===== config.mk =====
export PLATFORM = sky130hd
export DESIGN_NAME = fpga_pin_mux
export DESIGN_NICKNAME = d
export VERILOG_FILES = /design/src/logic/pin_mux_pkg.sv /design/src/logic/jtag_overlay_mux.sv /design/src/logic/usb_pin_swap.sv /design/src/logic/core_reset_gen.sv /design/src/logic/fpga_pin_mux.sv
export SDC_FILE = /design/constraint.sdc
export NUM_CORES = 1
export LEC_CHECK = 0
export ABC_AREA = 1
export BUFFER_PORTS_ARGS = -buffer_cell sky130_fd_sc_hd__clkbuf_2
export CORE_AREA = 4 4 112 114
export CTS_CLUSTER_SIZE = 16
export DETAILED_ROUTE_END_ITERATION = 10
export DIE_AREA = 0 0 116 118
export GPL_TIMING_DRIVEN = 0
export PLACE_DENSITY = 0.5
export RECOVER_POWER = 100
export SYNTH_ARGS = -nofsm -noshare
export SYNTH_HDL_FRONTEND = slang
export SYNTH_SLANG_ARGS = --single-unit

===== constraint.sdc =====
create_clock -name clk_main_i -period 1.1 [get_ports clk_main_i]
set_input_delay 0.22 -clock clk_main_i [delete_from_list [all_inputs] [get_ports clk_main_i]]
set_output_delay 0.22 -clock clk_main_i [all_outputs]
set_load 0.01 [all_outputs]

===== src/logic/pin_mux_pkg.sv =====
/*
 * Pin routing package: pad counts, pad indices, JTAG tie-offs and core
 * reset hold length shared by the pin mux blocks
 */
package pin_mux_pkg;

  // Pad counts
  localparam int NumMioPads = 32;
  localparam int NumDioPads = 15;

  typedef logic [NumMioPads-1:0] mio_vec_t;
  typedef logic [NumDioPads-1:0] dio_vec_t;

  // Multiplexed pad indices
  localparam int JtagEnMioIdx  = 16;
  localparam int TrstMioIdx    = 18;
  localparam int SrstMioIdx    = 19;
  // Board switch for the external USB PHY
  localparam int UphySelMioIdx = 2;

  // Dedicated pad indices, SPI pins double as JTAG
  localparam int DioSckIdx         = 14;
  localparam int DioCsbIdx         = 13;
  localparam int DioSdiIdx         = 12;
  localparam int DioSdoIdx         = 11;
  localparam int DioUsbSenseIdx    = 8;
  localparam int DioUsbDpPullupIdx = 6;
  localparam int DioUsbDnPullupIdx = 5;
  localparam int DioUsbDIdx        = 2;
  localparam int DioUsbDpIdx       = 1;
  localparam int DioUsbDnIdx       = 0;

  // Pins taken over by JTAG
  localparam dio_vec_t DioJtagMask = dio_vec_t'((32'd1 << DioSckIdx) | (32'd1 << DioCsbIdx) |
                                                (32'd1 << DioSdiIdx) | (32'd1 << DioSdoIdx));
  localparam mio_vec_t MioJtagMask = mio_vec_t'((32'd1 << TrstMioIdx) | (32'd1 << SrstMioIdx));

  // Core view of taken pins, chip select is active low
  localparam dio_vec_t DioJtagTieOff = dio_vec_t'(32'd1 << DioCsbIdx);

  // Core reset stretch after all causes clear
  localparam int RstHoldCycles = 8;
  localparam int RstCntWidth   = $clog2(RstHoldCycles + 1);

endpackage : pin_mux_pkg


===== src/logic/jtag_overlay_mux.sv =====
/*
 * JTAG overlay mux: strap pin hands the SPI pins and two GPIOs to JTAG
 */
`timescale 1ns/100ps

module jtag_overlay_mux import pin_mux_pkg::*; (
  // Core side, multiplexed pads
  input  mio_vec_t mio_out_core_i,
  input  mio_vec_t mio_oe_core_i,
  output mio_vec_t mio_in_core_o,
  // Core side, dedicated pads via the USB swap
  input  dio_vec_t dio_out_umux_i,
  input  dio_vec_t dio_oe_umux_i,
  output dio_vec_t dio_in_umux_o,
  // Pad side
  output mio_vec_t mio_out_pad_o,
  output mio_vec_t mio_oe_pad_o,
  input  mio_vec_t mio_in_pad_i,
  output dio_vec_t dio_out_pad_o,
  output dio_vec_t dio_oe_pad_o,
  input  dio_vec_t dio_in_pad_i,
  // JTAG
  output logic     jtag_tck_o,
  output logic     jtag_tms_o,
  output logic     jtag_tdi_o,
  output logic     jtag_trst_n_o,
  input  logic     jtag_tdo_i,
  output logic     jtag_srst_req_o
);

  logic jtag_en;

  // Strap is sampled straight from the pad
  assign jtag_en = mio_in_pad_i[JtagEnMioIdx];

  ////////////////////////////////////////
  // JTAG signals
  ////////////////////////////////////////

  // Idle low when the strap is off
  assign jtag_tck_o = jtag_en & dio_in_pad_i[DioSckIdx];
  assign jtag_tms_o = jtag_en & dio_in_pad_i[DioCsbIdx];
  assign jtag_tdi_o = jtag_en & dio_in_pad_i[DioSdiIdx];

  // Test reset held inactive without JTAG
  assign jtag_trst_n_o = jtag_en ? mio_in_pad_i[TrstMioIdx] : 1'b1;

  // Pad is active low, request is active high
  assign jtag_srst_req_o = jtag_en & ~mio_in_pad_i[SrstMioIdx];

  ////////////////////////////////////////
  // Pad routing
  ////////////////////////////////////////

  always_comb begin
    // Default pass-through
    mio_out_pad_o = mio_out_core_i;
    mio_oe_pad_o  = mio_oe_core_i;
    mio_in_core_o = mio_in_pad_i;
    dio_out_pad_o = dio_out_umux_i;
    dio_oe_pad_o  = dio_oe_umux_i;
    dio_in_umux_o = dio_in_pad_i;

    if (jtag_en) begin
      // Taken pins become inputs to the pads
      mio_oe_pad_o = mio_oe_core_i & ~MioJtagMask;
      dio_oe_pad_o = dio_oe_umux_i & ~DioJtagMask;

      // TDO is the one pin driven by JTAG
      dio_out_pad_o[DioSdoIdx] = jtag_tdo_i;
      dio_oe_pad_o[DioSdoIdx]  = 1'b1;

      // Core sees idle values on the taken pins
      mio_in_core_o = mio_in_pad_i & ~MioJtagMask;
      dio_in_umux_o = (dio_in_pad_i & ~DioJtagMask) | (DioJtagTieOff & DioJtagMask);
    end
  end

endmodule : jtag_overlay_mux


===== src/logic/usb_pin_swap.sv =====
/*
 * USB pin swap: undoes the D+/D- flip of the core and optionally
 * takes the USB inputs from an external PHY
 */
`timescale 1ns/100ps

module usb_pin_swap import pin_mux_pkg::*; (
  // Core side
  input  dio_vec_t dio_out_core_i,
  input  dio_vec_t dio_oe_core_i,
  output dio_vec_t dio_in_core_o,
  // Toward the JTAG mux
  output dio_vec_t dio_out_umux_o,
  output dio_vec_t dio_oe_umux_o,
  input  dio_vec_t dio_in_umux_i,
  // External PHY
  input  logic     use_uphy_i,
  input  logic     uphy_dp_rx_i,
  input  logic     uphy_dn_rx_i,
  input  logic     uphy_d_rx_i,
  input  logic     uphy_sense_i,
  output logic     uphy_dp_tx_o,
  output logic     uphy_dn_tx_o,
  output logic     uphy_dppullup_o,
  output logic     uphy_oe_n_o
);

  logic undo_swap;
  logic rx_dp, rx_dn, rx_d;

  // Core flips the pins by enabling the D- pullup
  assign undo_swap = dio_oe_core_i[DioUsbDnPullupIdx];

  // Receive source before the swap
  assign rx_dp = use_uphy_i ? uphy_dp_rx_i : dio_in_umux_i[DioUsbDpIdx];
  assign rx_dn = use_uphy_i ? uphy_dn_rx_i : dio_in_umux_i[DioUsbDnIdx];
  assign rx_d  = use_uphy_i ? uphy_d_rx_i  : dio_in_umux_i[DioUsbDIdx];

  ////////////////////////////////////////
  // Swap toward the pads
  ////////////////////////////////////////

  always_comb begin
    dio_out_umux_o = dio_out_core_i;
    dio_oe_umux_o  = dio_oe_core_i;

    if (undo_swap) begin
      dio_out_umux_o[DioUsbDpIdx] = dio_out_core_i[DioUsbDnIdx];
      dio_out_umux_o[DioUsbDnIdx] = dio_out_core_i[DioUsbDpIdx];
      dio_oe_umux_o[DioUsbDpIdx]  = dio_oe_core_i[DioUsbDnIdx];
      dio_oe_umux_o[DioUsbDnIdx]  = dio_oe_core_i[DioUsbDpIdx];

      dio_out_umux_o[DioUsbDpPullupIdx] = dio_out_core_i[DioUsbDnPullupIdx];
      dio_out_umux_o[DioUsbDnPullupIdx] = dio_out_core_i[DioUsbDpPullupIdx];
      dio_oe_umux_o[DioUsbDpPullupIdx]  = dio_oe_core_i[DioUsbDnPullupIdx];
      dio_oe_umux_o[DioUsbDnPullupIdx]  = dio_oe_core_i[DioUsbDpPullupIdx];

      // Single-ended data flips polarity with the pair
      dio_out_umux_o[DioUsbDIdx] = ~dio_out_core_i[DioUsbDIdx];
    end
  end

  ////////////////////////////////////////
  // Swap toward the core
  ////////////////////////////////////////

  always_comb begin
    dio_in_core_o = dio_in_umux_i;

    dio_in_core_o[DioUsbDpIdx] = undo_swap ? rx_dn : rx_dp;
    dio_in_core_o[DioUsbDnIdx] = undo_swap ? rx_dp : rx_dn;
    dio_in_core_o[DioUsbDIdx]  = undo_swap ? ~rx_d : rx_d;

    if (use_uphy_i) begin
      dio_in_core_o[DioUsbSenseIdx] = uphy_sense_i;
    end
  end

  // PHY outputs always follow the pad-side values
  assign uphy_dp_tx_o    = dio_out_umux_o[DioUsbDpIdx];
  assign uphy_dn_tx_o    = dio_out_umux_o[DioUsbDnIdx];
  assign uphy_dppullup_o = dio_out_umux_o[DioUsbDpPullupIdx] & dio_oe_umux_o[DioUsbDpPullupIdx];
  assign uphy_oe_n_o     = ~dio_oe_umux_o[DioUsbDpIdx];

endmodule : usb_pin_swap


===== src/logic/core_reset_gen.sv =====
/*
 * Core reset generator: board reset plus synchronized JTAG system reset,
 * release stretched by a hold counter
 */
`timescale 1ns/100ps

module core_reset_gen import pin_mux_pkg::*; (
  input  logic clk_main_i,
  input  logic rst_i,
  input  logic jtag_srst_req_i,
  output logic core_rst_o
);

  logic                   srst_meta_q, srst_sync_q;
  logic                   rst_cause;
  logic [RstCntWidth-1:0] hold_cnt_q;

  // Two-flop synchronizer, request comes from an unrelated pin
  always_ff @(posedge clk_main_i) begin
    if (rst_i) begin
      srst_meta_q <= 1'b0;
      srst_sync_q <= 1'b0;
    end else begin
      srst_meta_q <= jtag_srst_req_i;
      srst_sync_q <= srst_meta_q;
    end
  end

  assign rst_cause = rst_i | srst_sync_q;

  // Reload while a cause is active, count down after
  always_ff @(posedge clk_main_i) begin
    if (rst_cause) begin
      hold_cnt_q <= RstCntWidth'(RstHoldCycles);
    end else if (hold_cnt_q != '0) begin
      hold_cnt_q <= hold_cnt_q - 1'b1;
    end
  end

  assign core_rst_o = (hold_cnt_q != '0);

endmodule : core_reset_gen


===== src/logic/fpga_pin_mux.sv =====
/*
 * FPGA pin mux top: JTAG overlay, USB pin swap and core reset between
 * the board pads and the SoC core
 */
`timescale 1ns/100ps

module fpga_pin_mux import pin_mux_pkg::*; (
  input  logic     clk_main_i,
  input  logic     rst_i,
  // Core side
  input  mio_vec_t mio_out_core_i,
  input  mio_vec_t mio_oe_core_i,
  output mio_vec_t mio_in_core_o,
  input  dio_vec_t dio_out_core_i,
  input  dio_vec_t dio_oe_core_i,
  output dio_vec_t dio_in_core_o,
  // Pad side
  output mio_vec_t mio_out_pad_o,
  output mio_vec_t mio_oe_pad_o,
  input  mio_vec_t mio_in_pad_i,
  output dio_vec_t dio_out_pad_o,
  output dio_vec_t dio_oe_pad_o,
  input  dio_vec_t dio_in_pad_i,
  // JTAG toward the core
  output logic     jtag_tck_o,
  output logic     jtag_tms_o,
  output logic     jtag_tdi_o,
  output logic     jtag_trst_n_o,
  input  logic     jtag_tdo_i,
  // External USB PHY
  input  logic     uphy_dp_rx_i,
  input  logic     uphy_dn_rx_i,
  input  logic     uphy_d_rx_i,
  input  logic     uphy_sense_i,
  output logic     uphy_dp_tx_o,
  output logic     uphy_dn_tx_o,
  output logic     uphy_dppullup_o,
  output logic     uphy_oe_n_o,
  // Core reset
  output logic     core_rst_o
);

  // Dedicated vectors between the two muxes
  dio_vec_t dio_out_umux, dio_oe_umux, dio_in_umux;
  logic     jtag_srst_req;

  ////////////////////////////////////////
  // Pads to JTAG overlay
  ////////////////////////////////////////

  jtag_overlay_mux u_jtag_overlay_mux (
    .mio_out_core_i  (mio_out_core_i),
    .mio_oe_core_i   (mio_oe_core_i),
    .mio_in_core_o   (mio_in_core_o),
    .dio_out_umux_i  (dio_out_umux),
    .dio_oe_umux_i   (dio_oe_umux),
    .dio_in_umux_o   (dio_in_umux),
    .mio_out_pad_o   (mio_out_pad_o),
    .mio_oe_pad_o    (mio_oe_pad_o),
    .mio_in_pad_i    (mio_in_pad_i),
    .dio_out_pad_o   (dio_out_pad_o),
    .dio_oe_pad_o    (dio_oe_pad_o),
    .dio_in_pad_i    (dio_in_pad_i),
    .jtag_tck_o      (jtag_tck_o),
    .jtag_tms_o      (jtag_tms_o),
    .jtag_tdi_o      (jtag_tdi_o),
    .jtag_trst_n_o   (jtag_trst_n_o),
    .jtag_tdo_i      (jtag_tdo_i),
    .jtag_srst_req_o (jtag_srst_req)
  );

  ////////////////////////////////////////
  // USB swap toward the core
  ////////////////////////////////////////

  // PHY select switch read from the raw pad
  usb_pin_swap u_usb_pin_swap (
    .dio_out_core_i  (dio_out_core_i),
    .dio_oe_core_i   (dio_oe_core_i),
    .dio_in_core_o   (dio_in_core_o),
    .dio_out_umux_o  (dio_out_umux),
    .dio_oe_umux_o   (dio_oe_umux),
    .dio_in_umux_i   (dio_in_umux),
    .use_uphy_i      (mio_in_pad_i[UphySelMioIdx]),
    .uphy_dp_rx_i    (uphy_dp_rx_i),
    .uphy_dn_rx_i    (uphy_dn_rx_i),
    .uphy_d_rx_i     (uphy_d_rx_i),
    .uphy_sense_i    (uphy_sense_i),
    .uphy_dp_tx_o    (uphy_dp_tx_o),
    .uphy_dn_tx_o    (uphy_dn_tx_o),
    .uphy_dppullup_o (uphy_dppullup_o),
    .uphy_oe_n_o     (uphy_oe_n_o)
  );

  // Core reset
  core_reset_gen u_core_reset_gen (
    .clk_main_i      (clk_main_i),
    .rst_i           (rst_i),
    .jtag_srst_req_i (jtag_srst_req),
    .core_rst_o      (core_rst_o)
  );

endmodule : fpga_pin_mux


=== Yosys cells after proc, flatten, opt, wreduce, memory -nomap -nowiden ===
Index checks and enable logic that the tools add are counted.

* Register bits: 6
* Bits of input ports: 148
* Output and inout bits: 150
* Word-level logic and storage cells: 32

* Add/subtract/negate cells: 1
* Mux-type cells: 17
* Bitwise gates (word level): 10
* Reduce and logical (&&, ||, !) cells: 1

{| class="wikitable"
|+ Operators by type and width
! cell !! number
|-
| $mux W20 || 2
|-
| $mux W15 || 2
|-
| $mux W1 || 9
|-
| $mux W2 || 3
|-
| $and A1 B1 Y1 || 5
|-
| $not A1 Y1 || 4
|-
| $reduce_bool A4 Y1 || 1
|-
| $sub A4 B1 Y4 const B || 1
|-
| $mux W3 || 1
|-
| $or A1 B1 Y1 || 1
|}

=== Depth between registers and ports, before layout ===
* Word-level depth: 4
* Mapped depth: 6
* Depth with buffers taken out: 6

=== By module ===
From an unflattened synthesis, not the netlist that was laid out.

* Cell total of the unflattened synthesis: 283
* Area total of the unflattened synthesis: 1,869.3 µm²

{| class="wikitable"
|+ Modules (own cells, without submodules)
! module !! times used !! cells an instance !! area each (µm²) !! sequential area each (µm²)
|-
| jtag_overlay_mux || 1 || 164 || 1,119.8 || 0.0
|-
| usb_pin_swap || 1 || 83 || 475.5 || 0.0
|-
| core_reset_gen || 1 || 36 || 274.0 || 120.1
|}

=== Worst setup path before layout ===
Ideal clock, no wire load.

* Path kind: input port to output port
* Start point: input port dio_oe_core_i[5]
* End point: output port dio_out_pad_o[1]
* Arrival time: 0.972 ns
* Required time: 0.880 ns
* Setup slack: -0.092 ns
* Stages on the path: 4
* Path buffers: 2
* Cell sequence: buf_4 > inv_1 > o21ai_0 > buf_4

* Longest elaborated chain between the ends: 1

{| class="wikitable"
|+ RTL lines
! item !! line !! RTL
|-
| from (decl) || fpga_pin_mux.sv:15 || <nowiki>input dio_vec_t dio_oe_core_i,</nowiki>
|-
| $mux W3 || usb_pin_swap.sv:47 || <nowiki>if (undo_swap) begin</nowiki>
|-
| to (decl) || fpga_pin_mux.sv:21 || <nowiki>output dio_vec_t dio_out_pad_o,</nowiki>
|}

Every way passes these cells.

=== Worst setup path in the final report ===
* Start point: register u_core_reset_gen.hold_cnt_q[1]
* End point: output port core_rst_o

* Longest elaborated chain between the ends: 1

{| class="wikitable"
|+ RTL lines
! item !! line !! RTL
|-
| from (decl) || core_reset_gen.sv:16 || <nowiki>logic [RstCntWidth-1:0] hold_cnt_q;</nowiki>
|-
| from (signal assigned) || core_reset_gen.sv:34 || <nowiki>hold_cnt_q <= RstCntWidth'(RstHoldCycles);</nowiki>
|-
| from (signal assigned) || core_reset_gen.sv:36 || <nowiki>hold_cnt_q <= hold_cnt_q - 1'b1;</nowiki>
|-
| $reduce_bool A4 Y1 || core_reset_gen.sv:40 || <nowiki>assign core_rst_o = (hold_cnt_q != '0);</nowiki>
|-
| to (decl) || fpga_pin_mux.sv:40 || <nowiki>output logic core_rst_o</nowiki>
|}

Every way passes these cells.

==> results_dict.tcl <==
set metrics [dict create \
    cp.required_ps 880 \
    ys_ff_latch 6 \
    finalCritPeriodShare_pct 109 \
    io_pins 298 \
    cts_buffers 3 \
    place_hpwl_um 5940 \
    post_drt_wl_per_cell_um 11.6 \
    crit_path_max_fanout 2 \
    peakVddDrop_v 0.000967 \
    tightest_slew_ps 303 \
    synth-edff-count 0 \
    skew_ps 1.44 \
    timing.final.ws_setup_ps -96.9 \
    cts_sinks 6 \
    async_flop_share_pct 0 \
    avgSynthCellArea_um2 6.44 \
    fmax_ghz 0.835 \
    arrival_ps 980 \
    synth_area_leaders "buf_4 (60%), dfxtp_1 (8.1%), inv_1 (8.1%)" \
    ys.flop_type "dfxtp_1" \
    core.rowCount 39 \
    end_kind "output port" \
    drv_cap 0 \
    clkLatencyLatePin_ps 230 \
    cts_root_buffer "clkbuf_16" \
    criticalPathCategory "reg2out" \
    postCtsHoldBufs 0 \
    grt_overflow 0 \
    grt_setup_unrepaired "yes" \
    syn-num-nets 381 \
    powerDensity_nw_per_um2 913 \
    ant_nets 0 \
    nets 574 \
    finalSetupViolCount 1 \
    dieArea_um2 13700 \
    antenna_found_initial 0 \
    synth.distinct_cells 19 \
    start_util_pct 13.0 \
    dpl-instance-area_um2 2580 \
    track_usage_pct 8.27 \
    vias 1863 \
    ys_seq_area_share_pct 8.07 \
    fin_util_pct 23.3 \
    drive_gt1_share_pct 48.1 \
    drt_iter0_drc 46 \
    stdcell_area_um2 2660 \
    h-tree-depth 1 \
    grt_max_degree 11 \
    min_period_ps 1200 \
    synth_most_common_cell "buf_4" \
    synth_top_area_share_pct 59.5 \
    clkTransAtPathRegs_ps 30 \
    die_w_um 116 \
    ys_warn_count 0 \
    syn-instance-count 231 \
    io_buffers 182 \
    fin_total_pwr_mw 2.43 \
    synth_area_um2 1490 \
    vias_per_cell 3.30 \
    first_pass_iters 4 \
    routed_wl_um 6570 \
    failed_checks "negative setup slack" \
    cts_tree "yes" \
    syn2layout_area_growth_pct 78.9 \
    drv_slew 0 \
    fillCellCount 1371 \
    cp-start-kind "register" \
    synthTopCellsByCount "buf_4 (118), inv_1 (32), nand2_1 (27)" \
    hp-class "in2reg" \
    finalHoldViolCount 0 \
    grt_pass1_wl_um 9240 \
    antennaDiodeCount 0 \
    clockBufferDepth 2 \
    core_um2 11400 \
    post-place-ws_ps -170 \
    status "complete, but fails checks" \
    chipHeight_um 118 \
    timing.setup.tns_ps -96.9 \
    grt_pass1_vias 1845 \
    place_congestion 0.802 \
    synth_area_leader_cell "buf_4" \
    cellLeakagePower_nw 1.44 \
    relSlewSlack_pct 79.7 \
    drc 0 \
]
[final cells by class]
| type | count | area, µm² | share of cell area (%) |
|---|---|---|---|
| buffer | 121 | 926 | 34.8 |
| clock buffer | 3 | 75.1 | 2.82 |
| inverter | 33 | 124 | 4.65 |
| multi-input combinational | 71 | 402 | 15.1 |
| sequential | 6 | 123 | 4.61 |
| tap | 143 | 179 | 6.72 |
| timing repair buffer | 188 | 833 | 31.3 |
[through the flow]
step	instances	hold WS (ps)
6_report	565	174
5_1_grt	565	176
4_1_cts	565	174
3_5_place_dp	556	406
3_3_place_gp	556	393
2_1_floorplan	231	291
[layer usage]
layer | GRT usage [%] | routed length (µm)
met1 | 7.86 | 1960
met3 | 2.88 | 847
met4 | 1.52 | 44
met5 | 0 | 0
met2 | 16.6 | 3720
[path summary, 6_finish.rpt]
path,cells after the start,slack (ps),end,from
worst max-delay path,4,-100,core_rst_o,u_core_reset_gen.hold_cnt_q[1]
worst min-delay path,2,170,u_core_reset_gen.srst_meta_q,mio_in_pad_i[19]
worst max register to register,6,70,u_core_reset_gen.hold_cnt_q[1],u_core_reset_gen.hold_cnt_q[1]
worst min register to register,2,410,u_core_reset_gen.srst_sync_q,u_core_reset_gen.srst_meta_q
[worst max-delay path, stage by stage (launching register included)]
cell and delay (ps):
dfxtp_2 310, inv_2 80, ha_4 160, nand3_4 60, clkbuf_2 130
[cells by family (layout without fill, tap and decap cells)]
kind of cell               count (synthesis)  count (layout)  share of synthesized area [%]
muxes                                      1               1                          0.757
and+or+nand+nor                           53              53                           14.6
AOI/OAI and AO/OA                         13              13                           4.37
adders and majority gates                  2               2                           1.68
xor gates and xnor gates                   2               2                           1.18
DFF                                        6               6                           8.07
buffers and inverters                    154             345                           69.3
[placed cells by master (no fill, tap or decap), types with 2 or more instances in the layout]
cell / instances
nand3_1: 2
o21ai_2: 2
clkbuf_2: 47
o21ai_4: 2
nor2_1: 17
inv_2: 4
or2_2: 2
inv_1: 29
clkbuf_1: 127
nand2_1: 26
buf_2: 5
o21ai_1: 7
buf_4: 126
dfxtp_2: 2
xor2_1: 2
dfxtp_1: 4
clkbuf_16: 3
[timing repair]
action | CTS | global route
gates resized for setup | 20 | 22
endpoints found under the setup margin | 17 | 14
buffers inserted | 5 | 0
gates cloned | 1 | 0
pin swaps | 3 | 3
[power by group]
group / leakage [nW] / internal (mW) / switching [mW]
sequential: 0.0502 / 0.291 / 0.0410
clock: 0.0370 / 0.468 / 0.134
combinational: 1.36 / 0.755 / 0.742
total: 1.44 / 1.51 / 0.917
[flip-flops by register name, indices dropped and copies added, names as in the netlist]
register / count
u_core_reset_gen.hold_cnt_q: 4
u_core_reset_gen.srst_meta_q: 1
u_core_reset_gen.srst_sync_q: 1
Power figures use the tool's default switching activity.
